### src/cache_pkg.sv
package cache_pkg;

	// address split, from the top bit down: tag, set index, word in block
	localparam int TAG_W = 3;
	localparam int INDEX_W = 4;
	localparam int BLK_W = 1;
	localparam int ADDR_W = TAG_W + INDEX_W + BLK_W;

	// cached word and the side tag that rides along with a request
	localparam int RDATA_W = 16;
	localparam int SIDE_W = 4;

	// storage read latency
	// the lookup pipeline is exactly this deep
	localparam int LOOKUP_LAT = 2;

	typedef logic [ADDR_W-1:0] addr_t;
	typedef logic [RDATA_W-1:0] rdata_t;
	typedef logic [SIDE_W-1:0] side_t;
	typedef logic [TAG_W-1:0] tag_t;
	typedef logic [INDEX_W-1:0] index_t;

endpackage

### src/lookup_pipe.sv
`timescale 1ns/1ps

module lookup_pipe #(
	parameter int WIDTH = 12,
	parameter int FIFO_DEPTH = 4
) (
	input logic clk,
	input logic rst,
	input logic in_valid,
	input logic [WIDTH-1:0] in_data,
	output logic in_stall,
	output logic out_valid,
	output logic [WIDTH-1:0] out_data,
	input logic out_stall,
	input logic [$clog2(FIFO_DEPTH+1)-1:0] room_used
);

	localparam int LAT = cache_pkg::LOOKUP_LAT;
	// wide enough for buffer occupancy plus everything in flight
	localparam int CNT_W = $clog2(FIFO_DEPTH + LAT + 1);

	logic [LAT-1:0] stage_valid;
	logic [WIDTH-1:0] stage_data [LAT];
	logic [CNT_W-1:0] in_flight;
	logic [CNT_W-1:0] demand;
	logic take;

	// items already committed to leave the pipe
	always_comb begin
		in_flight = '0;
		for (int i = 0; i < LAT; i++) begin
			in_flight = in_flight + CNT_W'(stage_valid[i]);
		end
	end

	// worst case, nothing drains before the new item arrives
	assign demand = CNT_W'(room_used) + in_flight;
	assign in_stall = out_stall | (demand >= CNT_W'(FIFO_DEPTH));
	assign take = in_valid & ~in_stall;

	// never holds, so items stay aligned with the storage read
	always_ff @(posedge clk or posedge rst) begin
		if (rst) begin
			stage_valid <= '0;
		end else begin
			stage_valid[0] <= take;
			for (int i = 1; i < LAT; i++) begin
				stage_valid[i] <= stage_valid[i-1];
			end
		end
	end

	// payload follows the valid bits
	always_ff @(posedge clk) begin
		stage_data[0] <= in_data;
		for (int i = 1; i < LAT; i++) begin
			stage_data[i] <= stage_data[i-1];
		end
	end

	assign out_valid = stage_valid[LAT-1];
	assign out_data = stage_data[LAT-1];

endmodule

### src/nb_cache.sv
`timescale 1ns/1ps

module nb_cache #(
	parameter int FIFO_DEPTH = 4
) (
	input logic clk,
	input logic rst,
	input logic us_valid,
	input cache_pkg::addr_t us_addr,
	input cache_pkg::side_t us_side,
	output logic us_stall,
	output cache_pkg::addr_t mh_req_addr,
	output logic mh_req_valid,
	input logic mh_req_stall,
	input cache_pkg::rdata_t mh_fill_data,
	input logic mh_fill_valid,
	output logic mh_fill_stall,
	output cache_pkg::rdata_t ds_data,
	output cache_pkg::side_t ds_side,
	output logic ds_valid,
	input logic ds_stall
);

	localparam int AW = cache_pkg::ADDR_W;
	localparam int SW = cache_pkg::SIDE_W;
	localparam int PIPE_W = AW + SW;
	localparam int HIT_W = cache_pkg::RDATA_W + SW;
	// reissue entries carry the wait flag in the low bit
	localparam int RI_W = AW + SW + 1;
	localparam int CNT_W = $clog2(FIFO_DEPTH + 1);
	localparam int RB_CNT_W = $clog2(cache_pkg::LOOKUP_LAT + 1);

	// steering
	logic rif_re, us_take, fill_take, resv_full;
	// requests somewhere between the pipe entry and a hit
	logic [CNT_W-1:0] resv;

	// lookup pipe
	logic pipe_in_valid, pipe_in_stall, pipe_out_valid, pipe_out_stall;
	logic [PIPE_W-1:0] pipe_in_data, pipe_out_data;
	logic [CNT_W-1:0] room_used;
	cache_pkg::addr_t pipe_addr, blk_addr, raddr;
	cache_pkg::side_t pipe_side;

	// storage
	cache_pkg::rdata_t rdata;
	logic hit;

	// miss request, hit data, reissue buffer and reissue fifos
	logic mrf_we, mrf_empty, mrf_match;
	logic hdf_we, hdf_full, hdf_empty;
	logic [HIT_W-1:0] hdf_in, hdf_out;
	logic [CNT_W-1:0] hdf_count;
	logic rb_we, rb_re, rb_full, rb_empty;
	logic [RI_W-1:0] rb_in, rb_out;
	logic [RB_CNT_W-1:0] rb_count;
	logic rif_full, rif_empty, rif_wait;
	logic [RI_W-1:0] rif_out;
	cache_pkg::addr_t rif_addr;
	cache_pkg::side_t rif_side;

	assign {rif_addr, rif_side, rif_wait} = rif_out;

	// reissue goes first, a waiting entry needs its fill
	assign rif_re = ~rif_empty & ~pipe_in_stall & (~rif_wait | mh_fill_valid);
	assign fill_take = rif_re & rif_wait;
	assign mh_fill_stall = mh_fill_valid & ~fill_take;

	// new requests also need a reissue slot held for them
	assign resv_full = (resv >= CNT_W'(FIFO_DEPTH));
	assign us_take = us_valid & ~rif_re & ~pipe_in_stall & ~resv_full;
	assign us_stall = us_valid & ~us_take;

	assign pipe_in_valid = rif_re | us_take;
	assign pipe_in_data = rif_re ? {rif_addr, rif_side} : {us_addr, us_side};
	assign raddr = rif_re ? rif_addr : us_addr;
	assign room_used = (hdf_count > CNT_W'(rb_count)) ? hdf_count : CNT_W'(rb_count);
	assign pipe_out_stall = hdf_full | rb_full;

	// pipe output routing
	assign {pipe_addr, pipe_side} = pipe_out_data;
	assign blk_addr = {pipe_addr[AW-1:cache_pkg::BLK_W], {cache_pkg::BLK_W{1'b0}}};
	assign hdf_we = pipe_out_valid & hit;
	assign hdf_in = {rdata, pipe_side};
	assign rb_we = pipe_out_valid & ~hit;
	// wait only if this miss is the one that queued the request
	assign rb_in = {pipe_addr, pipe_side, ~mrf_match};
	assign mrf_we = rb_we & ~mrf_match;
	assign rb_re = ~rb_empty & ~rif_full;

	assign {ds_data, ds_side} = hdf_out;
	assign ds_valid = ~hdf_empty;
	assign mh_req_valid = ~mrf_empty;

	always_ff @(posedge clk or posedge rst) begin
		if (rst)
			resv <= '0;
		else if (us_take && !hdf_we)
			resv <= resv + 1'b1;
		else if (!us_take && hdf_we)
			resv <= resv - 1'b1;
	end

	tag_data_store store_i (
		.clk, .rst, .raddr, .waddr(rif_addr), .wdata(mh_fill_data), .we(fill_take),
		.pipe_tag(pipe_addr[AW-1 -: cache_pkg::TAG_W]), .rdata, .hit
	);

	lookup_pipe #(.WIDTH(PIPE_W), .FIFO_DEPTH(FIFO_DEPTH)) pipe_i (
		.clk, .rst, .in_valid(pipe_in_valid), .in_data(pipe_in_data),
		.in_stall(pipe_in_stall), .out_valid(pipe_out_valid), .out_data(pipe_out_data),
		.out_stall(pipe_out_stall), .room_used
	);

	req_fifo #(.WIDTH(AW), .DEPTH(FIFO_DEPTH)) mrf_i (
		.clk, .rst, .data_in(blk_addr), .we(mrf_we), .re(~mh_req_stall), .full(),
		.empty(mrf_empty), .data_out(mh_req_addr), .count(), .match_key(blk_addr),
		.match(mrf_match)
	);

	req_fifo #(.WIDTH(HIT_W), .DEPTH(FIFO_DEPTH)) hdf_i (
		.clk, .rst, .data_in(hdf_in), .we(hdf_we), .re(~ds_stall), .full(hdf_full),
		.empty(hdf_empty), .data_out(hdf_out), .count(hdf_count), .match_key('0),
		.match()
	);

	req_fifo #(.WIDTH(RI_W), .DEPTH(cache_pkg::LOOKUP_LAT)) rbuf_i (
		.clk, .rst, .data_in(rb_in), .we(rb_we), .re(rb_re), .full(rb_full),
		.empty(rb_empty), .data_out(rb_out), .count(rb_count), .match_key('0),
		.match()
	);

	req_fifo #(.WIDTH(RI_W), .DEPTH(FIFO_DEPTH)) rif_i (
		.clk, .rst, .data_in(rb_out), .we(rb_re), .re(rif_re), .full(rif_full),
		.empty(rif_empty), .data_out(rif_out), .count(), .match_key('0), .match()
	);

endmodule

### src/req_fifo.sv
`timescale 1ns/1ps

module req_fifo #(
	parameter int WIDTH = 8,
	parameter int DEPTH = 4
) (
	input logic clk,
	input logic rst,
	input logic [WIDTH-1:0] data_in,
	input logic we,
	input logic re,
	output logic full,
	output logic empty,
	output logic [WIDTH-1:0] data_out,
	output logic [$clog2(DEPTH+1)-1:0] count,
	input logic [WIDTH-1:0] match_key,
	output logic match
);

	localparam int PTR_W = (DEPTH > 1) ? $clog2(DEPTH) : 1;
	localparam int CNT_W = $clog2(DEPTH + 1);

	logic [WIDTH-1:0] mem [DEPTH];
	// one flag per slot, marks entries still waiting to be read
	logic [DEPTH-1:0] occupied;
	logic [PTR_W-1:0] wr_ptr;
	logic [PTR_W-1:0] rd_ptr;
	logic do_write;
	logic do_read;

	// wrap without relying on a power of two depth
	function automatic logic [PTR_W-1:0] next_ptr(input logic [PTR_W-1:0] p);
		if (p == PTR_W'(DEPTH - 1))
			return '0;
		return p + 1'b1;
	endfunction

	assign full = (count == CNT_W'(DEPTH));
	assign empty = (count == '0);
	// writes to a full fifo and reads of an empty one are dropped
	assign do_write = we & ~full;
	assign do_read = re & ~empty;
	assign data_out = mem[rd_ptr];

	always_ff @(posedge clk or posedge rst) begin
		if (rst) begin
			wr_ptr <= '0;
			rd_ptr <= '0;
			count <= '0;
			occupied <= '0;
		end else begin
			if (do_write) begin
				wr_ptr <= next_ptr(wr_ptr);
				occupied[wr_ptr] <= 1'b1;
			end
			if (do_read) begin
				rd_ptr <= next_ptr(rd_ptr);
				occupied[rd_ptr] <= 1'b0;
			end
			// occupancy only moves when exactly one side is active
			if (do_write && !do_read)
				count <= count + 1'b1;
			else if (do_read && !do_write)
				count <= count - 1'b1;
		end
	end

	always_ff @(posedge clk) begin
		if (do_write)
			mem[wr_ptr] <= data_in;
	end

	// search every live slot for the key
	always_comb begin
		match = 1'b0;
		for (int i = 0; i < DEPTH; i++) begin
			if (occupied[i] && mem[i] == match_key)
				match = 1'b1;
		end
	end

endmodule

### src/tag_data_store.sv
`timescale 1ns/1ps

module tag_data_store (
	input logic clk,
	input logic rst,
	input cache_pkg::addr_t raddr,
	input cache_pkg::addr_t waddr,
	input cache_pkg::rdata_t wdata,
	input logic we,
	input cache_pkg::tag_t pipe_tag,
	output cache_pkg::rdata_t rdata,
	output logic hit
);

	localparam int SETS = 1 << cache_pkg::INDEX_W;
	localparam int IDX_LO = cache_pkg::BLK_W;
	localparam int TAG_LO = cache_pkg::BLK_W + cache_pkg::INDEX_W;

	// two ways, one entry per set in each
	cache_pkg::rdata_t data0 [SETS];
	cache_pkg::rdata_t data1 [SETS];
	cache_pkg::tag_t tag0 [SETS];
	cache_pkg::tag_t tag1 [SETS];
	logic [SETS-1:0] valid0;
	logic [SETS-1:0] valid1;
	// round-robin victim bit per set
	logic [SETS-1:0] rr;

	cache_pkg::index_t rd_index;
	cache_pkg::index_t wr_index;
	cache_pkg::tag_t wr_tag;
	logic victim;
	logic bypass;

	// read stage a and stage b
	cache_pkg::rdata_t d0_a, d1_a, d0_b, d1_b;
	cache_pkg::tag_t t0_a, t1_a, t0_b, t1_b;
	logic v0_a, v1_a, v0_b, v1_b;
	logic hit0;
	logic hit1;

	assign rd_index = raddr[IDX_LO +: cache_pkg::INDEX_W];
	assign wr_index = waddr[IDX_LO +: cache_pkg::INDEX_W];
	assign wr_tag = waddr[TAG_LO +: cache_pkg::TAG_W];
	assign victim = rr[wr_index];
	// fill lands in the set being read this cycle
	assign bypass = we && (rd_index == wr_index);

	always_ff @(posedge clk or posedge rst) begin
		if (rst) begin
			valid0 <= '0;
			valid1 <= '0;
			rr <= '0;
			v0_a <= 1'b0;
			v1_a <= 1'b0;
			v0_b <= 1'b0;
			v1_b <= 1'b0;
		end else begin
			v0_a <= valid0[rd_index];
			v1_a <= valid1[rd_index];
			if (we) begin
				if (victim)
					valid1[wr_index] <= 1'b1;
				else
					valid0[wr_index] <= 1'b1;
				// next fill to this set takes the other way
				rr[wr_index] <= ~victim;
			end
			if (bypass) begin
				if (victim)
					v1_a <= 1'b1;
				else
					v0_a <= 1'b1;
			end
			v0_b <= v0_a;
			v1_b <= v1_a;
		end
	end

	always_ff @(posedge clk) begin
		d0_a <= data0[rd_index];
		d1_a <= data1[rd_index];
		t0_a <= tag0[rd_index];
		t1_a <= tag1[rd_index];
		if (we) begin
			if (victim) begin
				data1[wr_index] <= wdata;
				tag1[wr_index] <= wr_tag;
			end else begin
				data0[wr_index] <= wdata;
				tag0[wr_index] <= wr_tag;
			end
		end
		// same cycle write wins over the array read
		if (bypass) begin
			if (victim) begin
				d1_a <= wdata;
				t1_a <= wr_tag;
			end else begin
				d0_a <= wdata;
				t0_a <= wr_tag;
			end
		end
		d0_b <= d0_a;
		d1_b <= d1_a;
		t0_b <= t0_a;
		t1_b <= t1_a;
	end

	// compare against the tag of the item leaving the pipe
	assign hit0 = v0_b && (t0_b == pipe_tag);
	assign hit1 = v1_b && (t1_b == pipe_tag);
	assign hit = hit0 | hit1;
	assign rdata = hit0 ? d0_b : d1_b;

endmodule

### config.mk
export PLATFORM = sky130hd
export DESIGN_NAME = nb_cache
export DESIGN_NICKNAME = d
export VERILOG_FILES = /design/src/cache_pkg.sv /design/src/lookup_pipe.sv /design/src/nb_cache.sv /design/src/req_fifo.sv /design/src/tag_data_store.sv
export SDC_FILE = /design/constraint.sdc
export NUM_CORES = 1
export LEC_CHECK = 0
export ABC_AREA = 0
export BUFFER_PORTS_ARGS = -buffer_cell sky130_fd_sc_hd__buf_2
export CAP_MARGIN = 25
export CORE_UTILIZATION = 57
export DETAILED_ROUTE_END_ITERATION = 8
export PLACE_DENSITY = 0.76
export SYNTH_ARGS = -nofsm -noshare
export SYNTH_HDL_FRONTEND = slang
export SYNTH_HIERARCHICAL = 1
export SYNTH_SLANG_ARGS = --single-unit
### constraint.sdc
create_clock -name clk -period 5.9 [get_ports clk]
set_input_delay 0.885 -clock clk [delete_from_list [all_inputs] [get_ports clk]]
set_output_delay 0.885 -clock clk [all_outputs]
set_load 0.02 [all_outputs]
==> reports/qor.yml, run 1 <==
slowest_stage: "or4b_1"
crit_type: "reg2reg"
area.growth.synth_to_final_pct: 13.09
final_cell_mix: "792 x edfxtp_1, 208 x mux4_2, 100 x clkbuf_16"
fin_crit_sh_pct: 89.55
power_density_nw_per_um2: 534.1
drtIter0Drc: 1692
power.total_mw: 22.57
final_cells: 2926
fmax_mhz: 189.3
placed_area_sq_um: 39010
skew_ns: 0.02200
dr.pass1.iters: 5
drt-wirelength-per-cell_microns: 26.58
path_buf_inv: 4
cp_slowest_stage_delay_ns: 0.56
cts_tree: "built"
rr_startpoint: "hdf_i/count[0]"
tightest_slew_ns: 1.009
track_usage_pct: 23.99
cts_hold_buf: 0
cts.repair.resized: 0
io_pins: 66
worstSetupStartpointType: "register"
fin_nets: 2055
stdcell_area_sq_um: 42260
setup_viol: 0
fp.dieW_microns: 258.1
grt_pass1_wl_mm: 116.8
grt_busiest_layer: "met2"
path_clk_slew_ns: 0.06
ff_latch_area_sq_um: 27900
min_path_type: "in2async"
antenna_found_initial: 2
syn_inst: 1852
synth_warnings: 6
setup_tns_ns: 0
syn_area_sq_um: 37370
core_region_area_sq_um: 64580
die_h_microns: 258.1
avgSynthCellArea_sq_um: 20.18
rsz0062_at_grt: "no"
die_area_sq_um: 66590
ctsLongestPathBuffers: 3
critPathLaunch: "hdf_i/count[0]"
run_status: "finished, final reports clean"
endpoint_kind: "register"
dpl.cell_count: 2744
n_fill_cell: 4094
whs_ns: 0.2040
grt_max_degree: 48
ctsRootBufferMaster: "clkbuf_16"
use_met3_pct: 4.388
cp_cell_sequence: "inv_1, ha_1, a32oi_1, mux2_2, ha_1, a21oi_2, nor3_1, or3b_1, a211oi_4, buf_4, mux2_4, inv_1, o22ai_1, or4b_1, buf_4, mux2_1"
ir_worst_vdd_mv: 0.3561
h-tree-depth: 3
p_leak_nw: 14.66
start_util_pct: 57.86
dr_total_vias: 17850
insertion_delay_ns: 0.65
routabilityCongestion: 0.8350
critPathMaxFanout: 20
grtUsageMet1_pct: 33.13
io_buffers: 64
overflow: 0
cp.arrival_ns: 5.81
finalHoldViolCount: 0
cts_buffers: 94
postCtsSetupBuffers: 0
final_common_cell: "edfxtp_1"
grt_util_met2_pct: 39.32
antennaDiodeCount: 0
slew_headroom_pct: 32.72
drive_above_1_share_pct: 29.31
finalCriticalPeriod_ns: 5.283
grt_pass1_vias: 18550
cap_viol_max_count: 0
hpwlAfterDp_mm: 43.92
finalMaxSlewViolations: 0
placementRows: 93
cp_top_family: "multiplexers"
routed_wl_mm: 77.77
ant_nets: 0
clock-sinks: 976
multi_input_area_sq_um: 8899
vias_per_cell: 6.100
required_ns: 6.43
drc: 0
## cell type report
class / count / area share, %
flip-flops and latches: 976 / 66.01
well taps: 855 / 2.531
multi-input cells: 727 / 21.06
inverters: 61 / 0.5418
repair buffers: 129 / 2.398
clock inverters: 40 / 0.9889
clock buffers: 138 / 6.472
## sequential cells by signal, indices dropped and copies added, names as in the netlist, 4 cells and up
name               count
store_i/data0        256
store_i/d0_a          16
store_i/tag0          48
store_i/rr            16
pipe_i/stage_data     22
mrf_i/mem             32
store_i/d0_b          16
store_i/d1_a          16
store_i/valid0        16
store_i/data1        256
mrf_i/occupied         4
store_i/tag1          48
rbuf_i/mem            24
hdf_i/mem             80
rif_i/mem             48
store_i/d1_b          16
store_i/valid1        16
## path summary, 6_finish.rpt
kind	end	slack, ns	cells past startpoint
setup / recovery	store_i/d1_a[8]	0.62	16
hold / removal	pipe_i/stage_valid[0]	0.20	2
setup reg to reg	store_i/d1_a[8]	0.62	16
hold reg to reg	pipe_i/stage_data[0][17]	0.32	0
max in group asynchronous	store_i/rr[9]	4.96	3
min in group clk	pipe_i/stage_data[0][17]	0.32	0
## power breakdown
part           internal, mW  switching [mW]
clock                  3.50            2.50
sequential             8.79           0.643
combinational          3.30            3.84
## stage by stage
step / setup WS, ns / utilization (%)
floorplan: 0.2037 / -
global placement: 0.7848 / 60.37
finish: 0.6166 / 65.44
detailed placement: 0.6338 / 60.40
CTS: 0.6096 / 65.29
global route: 0.3764 / 65.44
## routing by layer
layer | up-vias | share of wire (%)
met5 | - | 0
met2 | 759 | 49
met4 | 0 | 2.5
met3 | 117 | 8.3
li1 | 7607 | -
met1 | 9367 | 40
Note: power is estimated with default switching activity, not from simulation.
==> inputs of run 2 (changes only) <==
CORE_UTILIZATION = 59   (was 57)
CTS_BUF_LIST = sky130_fd_sc_hd__clkbuf_8   (was default)
PLACE_DENSITY = 0.78   (was 0.76)
RECOVER_POWER = 50   (was default)
==> run 2 against run 1 <==
Compared with the run above:
- global-route usage rose by 0.49 points
- highest routed layer unchanged
- sequential power barely moved
- non-clock buffer count fell by 7
- the flow now finishes with violations (max-capacitance violations, max-slew violations)
- worst hold slack got worse by 0.036 ns
- combinational power fell by 3.8%
- critical endpoint is now store_i/d1_a[9]
==> reports/qor.yml, run 2 (synthesis gave the netlist of run 1 again) <==
cp_cell_sequence: "inv_1, ha_1, a32oi_1, mux2_2, ha_1, a21oi_2, nor3_1, or3b_1, a211oi_4, buf_4, mux2_4, xnor2_1, nand3_1, or4b_1, buf_4, mux2_1"
cp_top_family: "simple AND/OR/NAND/NOR gates"
track_usage_pct: 24.48  # +0.49 points
cp.arrival_ns: 6.01  # +0.20 ns
path_buf_inv: 3  # -1
crit_type: "reg2reg"
io_buffers: 64  # unchanged
cap_viol_max_count: 7  # +7
required_ns: 6.55  # +0.12 ns
reg_top3: "store_i/data0 x256, store_i/data1 x256, hdf_i/mem x80"
drt-wirelength-per-cell_microns: 25.18  # -5.3%
drive_above_1_share_pct: 27.83  # -1.5 points
placementRows: 91  # -2.2%
slew_headroom_pct: -37.86  # -71 points
fmax_mhz: 186.6  # -1.4%
antenna_found_initial: 1  # -1
setup_tns_ns: 0  # unchanged
final_common_cell: "edfxtp_1"
p_leak_nw: 14.70  # +0.33%
setup_viol: 0  # unchanged
critPathMaxFanout: 20  # unchanged
final_cells: 3005  # +2.7%
ir_worst_vdd_mv: 0.3071  # -14%
grt_busiest_layer: "met2"
io_pins: 66  # unchanged
overflow: 0  # unchanged
start_util_pct: 60.11  # +2.2 points
power_frac_seq_pct: 44.0  # +2.2 points
path_clk_slew_ns: 0.06  # about the same
worstSetupStartpointType: "register"
slowest_stage: "or4b_1"
ctsLongestPathBuffers: 3  # unchanged
dr.pass1.iters: 5  # unchanged
grt_pass1_wl_mm: 113.3  # -3.0%
violations: "max-capacitance violations, max-slew violations"
r2r_end: "store_i/d1_a[9]"
fp.dieW_microns: 253.7  # -1.7%
p_int_mw: 14.66  # -6.0%
worstRegToRegCells: 16  # unchanged
dr_total_vias: 18130  # +1.6%
drc: 0  # unchanged
drtIter0Drc: 1868  # +10%
clock-sinks: 976  # unchanged
clockPowerShare_pct: 24.1  # -2.5 points
final_cell_mix: "792 x edfxtp_1, 208 x mux4_2, 163 x clkbuf_8"
routabilityCongestion: 0.8446  # +1.1%
finalMaxSlewViolations: 230  # +230
switching_share_pct: 31.86  # +0.94 points
rsz0062_at_grt: "no"
insertion_delay_ns: 0.77  # +0.12 ns
reg2reg_slack_ns: 0.54  # -0.08 ns
grt_util_met2_pct: 39.61  # +0.29 points
fin_nets: 2104  # +2.4%
dpl.cell_count: 2720  # -0.87%
hpwlAfterDp_mm: 43.06  # -1.9%
postCtsSetupBuffers: 0  # unchanged
tightest_slew_ns: 2.068  # +1.059 ns
use_met3_pct: 5.326  # +0.94 points
grt_pass1_vias: 18770  # +1.2%
grtUsageMet1_pct: 33.47  # +0.34 points
die_area_sq_um: 64350  # -3.4%
cts_buffers: 150  # +60%
vias_per_cell: 6.034  # -1.1%
cp_slowest_stage_delay_ns: 0.57  # about the same
finalHoldViolCount: 0  # unchanged
finalCriticalPeriod_ns: 5.360  # +0.07673 ns
power_density_nw_per_um2: 515.0  # -3.6%
skew_ns: 0.04063  # +0.01863 ns
core_region_area_sq_um: 62170  # -3.7%
run_status: "complete, but fails checks"
power_switching_mw: 6.853  # -1.8%
min_path_type: "in2async"
grt_max_degree: 58  # +21%
pwr-share-comb_pct: 32.0  # +0.4 points
fin_crit_sh_pct: 90.85  # +1.3 points
cts_hold_buf: 0  # unchanged
area.growth.synth_to_final_pct: 11.78
rr_startpoint: "hdf_i/count[0]"
fin_util_pct: 67.19  # +1.8 points
h-tree-depth: 4  # +1
ctsRootBufferMaster: "clkbuf_8"
whs_ns: 0.1680  # -0.03603 ns
die_h_microns: 253.7  # -1.7%
cts_tree: "built"
endpoint_kind: "register"
ant_nets: 0  # unchanged
routed_wl_mm: 75.66  # -2.7%
cts.repair.resized: 0  # unchanged
==> run 2: layer usage <==
layer  wire (microns)  part of all wire (%)
met5                0                     0
met4             1699                   2.2
met3             6527                   8.6
met2            37450                    49
met1            29980                    40
==> run 2: how the worst max path moves through the flow <==
stage | from | to | cells past startpoint
4_1_cts | hdf_i/count[0] | store_i/d1_a[15] | 16
2_1_floorplan | hdf_i/count[0] | store_i/data0[3][0] | 13
3_3_place_gp | hdf_i/count[0] | store_i/d1_a[14] | 16
6_report | hdf_i/count[0] | store_i/d1_a[9] | 16
3_5_place_dp | hdf_i/count[0] | store_i/d1_a[9] | 16
5_1_grt | rbuf_i/count[1] | store_i/d1_a[9] | 17
==> run 2: power by group through the flow <==
stage               clock network, mW  registers [mW]  logic, mW
CTS                              5.29            9.48       6.93
detailed placement                  0            9.61       6.88
floorplan                           0            9.16       5.34
global placement                    0            9.54       6.69
global route                     5.57            9.56       7.39
finish                           5.18            9.46       6.87
==> run 2: worst reg2reg max path, stage by stage, from the launching register on <==
cell	delay (ns)
dfrtp_1	0.47
inv_1	0.08
ha_1	0.29
a32oi_1	0.28
mux2_2	0.38
ha_1	0.31
a21oi_2	0.16
nor3_1	0.07
or3b_1	0.45
a211oi_4	0.43
buf_4	0.32
mux2_4	0.43
xnor2_1	0.19
nand3_1	0.16
or4b_1	0.57
buf_4	0.27
mux2_1	0.39
==> run 2: stage by stage <==
step / instance area (sq um) / power [mW] / setup WS [ns]
2_1_floorplan: 37400 / 14.50 / 0.2037
3_3_place_gp: 38880 / 16.24 / 0.7049
3_5_place_dp: 38900 / 16.49 / 0.6248
4_1_cts: 41740 / 21.70 / 0.5718
5_1_grt: 41770 / 22.53 / 0.3210
6_report: 41770 / 21.51 / 0.5399
==> run 2: layout make-up <==
type / count / area [sq um]
fill: 3896 / 20400
antenna: 1 / 2.502
clock buffer: 163 / 2243
multi-input combinational: 727 / 8892
sequential: 976 / 27900
inverter: 61 / 229.0
clock inverter: 118 / 596.8
tap: 837 / 1047
timing repair buffer: 122 / 862.1
==> inputs of run 3 (changes only) <==
REMOVE_ABC_BUFFERS = 1   (was default)
==> run 3 against run 2 <==
Compared with the run above:
- the run still ends with max-capacitance violations, max-slew violations left
- global-route usage down 0.11 points
- routed wire length decreased by 0.30%
- sequential power barely moved
- critical path depth did not move
- register-to-register slack gained 0.13 ns
- clock skew down 0.0087 ns
- fmax increased by 2.5%
- cell count is 0.40% lower
- die area unchanged
- clock-buffer cell count grew 2
- critical path type unchanged
==> reports/qor.yml, run 3 (synthesis gave the netlist of run 1 again) <==
fin_crit_sh_pct: 88.64  # -2.2 points
stdcell_area_sq_um: 41800  # about the same
drive_above_1_share_pct: 28.29  # +0.46 points
min_path_type: "in2async"
worstSetupStartpointType: "register"
routabilityCongestion: 0.8420  # -0.31%
h-tree-depth: 4  # unchanged
clock-sinks: 976  # unchanged
ir_worst_vdd_mv: 0.2872  # -6.5%
drt-wirelength-per-cell_microns: 25.20  # about the same
crit_type: "reg2reg"
tightest_slew_ns: 1.958  # -0.1098 ns
dpl.cell_count: 2715  # -0.18%
ctsLongestPathBuffers: 3  # unchanged
finalMaxSlewViolations: 53  # -77%
grt_pass1_wl_mm: 112.8  # -0.46%
setup_ws_ns: 0.6700  # +0.1301 ns
drc: 0  # unchanged
path_buf_inv: 3  # unchanged
cp_top_family: "multiplexers"
vias_per_cell: 6.002  # -0.53%
cp_slowest_stage_delay_ns: 0.53  # -0.04 ns
skew_ns: 0.03189  # -0.008745 ns
ant_nets: 0  # unchanged
hpwlAfterDp_mm: 43.59  # +1.2%
dr_total_vias: 17960  # -0.93%
core_region_area_sq_um: 62170  # unchanged
cap_viol_max_count: 2  # -5
overflow: 0  # unchanged
final_common_cell: "edfxtp_1"
final_cell_mix: "792 x edfxtp_1, 208 x mux4_2, 165 x clkbuf_8"
power_density_nw_per_um2: 518.1  # +0.59%
area.growth.synth_to_final_pct: 11.85  # about the same
slew_headroom_pct: -30.55  # +7.3 points
whs_ns: 0.2049  # +0.03691 ns
postCtsSetupBuffers: 0  # unchanged
start_util_pct: 60.11  # unchanged
fin_util_pct: 67.24  # about the same
rr_startpoint: "rbuf_i/count[1]"
path_clk_slew_ns: 0.06  # about the same
finalCriticalPeriod_ns: 5.230  # -0.1301 ns
grt_pass1_vias: 18890  # +0.66%
insertion_delay_ns: 0.79  # +0.02 ns
cp.arrival_ns: 5.90  # -0.11 ns
routed_wl_mm: 75.43  # -0.30%
run_status: "complete, but fails checks"
io_pins: 66  # unchanged
setup_tns_ns: 0  # unchanged
cts_tree: "built"
cts_buffers: 148  # -1.3%
drtIter0Drc: 1637  # -12%
reg2reg_slack_ns: 0.67  # +0.13 ns
final_cells: 2993  # -0.40%
placementRows: 91  # unchanged
antenna_found_initial: 1  # unchanged
violations: "max-capacitance violations, max-slew violations"
grt_max_degree: 87  # +50%
fmax_mhz: 191.2  # +2.5%
track_usage_pct: 24.36  # -0.11 points
r2r_end: "store_i/d1_a[15]"
worstRegToRegCells: 16  # unchanged
die_h_microns: 253.7  # unchanged
reg_top3: "store_i/data0 x256, store_i/data1 x256, hdf_i/mem x80"
setup_viol: 0  # unchanged
cp_cell_sequence: "inv_1, ha_1, nand2b_1, a32oi_1, mux2_2, ha_1, a21oi_2, nor3_1, or3b_1, a211oi_4, buf_4, mux2_8, a221o_1, or4b_1, buf_4, mux2_1"
placed_area_sq_um: 38880  # about the same
cts_hold_buf: 0  # unchanged
critPathMaxFanout: 25  # +25%
fp.dieW_microns: 253.7  # unchanged
rsz0062_at_grt: "no"
post-place-ws_ns: 0.6768  # +0.05194 ns
dr.pass1.iters: 5  # unchanged
n_fill_cell: 3889  # -0.18%
endpoint_kind: "register"
io_buffers: 64  # unchanged
die_area_sq_um: 64350  # unchanged
ctsRootBufferMaster: "clkbuf_8"
p_leak_nw: 14.67  # -0.25%
finalHoldViolCount: 0  # unchanged
required_ns: 6.57  # +0.02 ns
slowest_stage: "mux2_8"
fin_nets: 2097  # -0.33%
cts.repair.resized: 0  # unchanged
power.total_mw: 21.66  # +0.66%
[run 3: cell types whose count changed in the layout (fill, tap and decap cells not counted), sizes merged]
| cell | change |
|---|---|
| buf | -6 |
| bufinv | +2 |
| clkbuf | +3 |
| clkinv | +11 |
| clkinvlp | -6 |
| diode | +2 |
| inv | -18 |
[run 3: power breakdown]
part,switching [mW],internal (mW)
registers,0.658,8.80
logic,3.68,3.21
clock network,2.55,2.77
[run 3: worst max path at each step]
stage,startpoint,endpoint,cells after the start
after global placement,hdf_i/count[0],store_i/d1_a[11],15
after CTS,rbuf_i/count[1],store_i/d1_a[15],16
after detailed placement,rbuf_i/count[1],store_i/d1_a[7],16
after floorplan,hdf_i/count[0],store_i/d0_a[0],13
after global routing,rbuf_i/count[1],store_i/data1[8][13],17
final,rbuf_i/count[1],store_i/d1_a[15],16
[run 3: per-layer routing]
metal / part of all wire (%) / up-vias / wire, microns / GRT usage [%]
li1: - / 7729 / - / -
met1: 39 / 9381 / 29640 / 32.16
met2: 50 / 724 / 38060 / 39.99
met3: 7.7 / 129 / 5793 / 5.224
met4: 2.6 / 0 / 1931 / 9.621
met5: 0 / - / 0 / 0
[run 3: area by class of cell]
type                            instances  area [sq um]  area share (%)
Clock buffer                          165          2271           5.433
Clock inverter                        107         614.3           1.470
Antenna cell                            3         7.507         0.01796
Tap cell                              837          1047           2.505
Sequential cell                       976         27900           66.74
Inverter                               61         229.0          0.5478
Multi-Input combinational cell        727          8894           21.28
Timing Repair Buffer                  117         839.6           2.009
[run 3: worst register-to-register path, cell delays in order (launching register included)]
cell and delay, ns:
dfrtp_1 0.46, inv_1 0.08, ha_1 0.31, nand2b_1 0.07, a32oi_1 0.22, mux2_2 0.38, ha_1 0.31, a21oi_2 0.16
nor3_1 0.06, or3b_1 0.46, a211oi_4 0.27, buf_4 0.23, mux2_8 0.53, a221o_1 0.41, or4b_1 0.50, buf_4 0.28
mux2_1 0.38
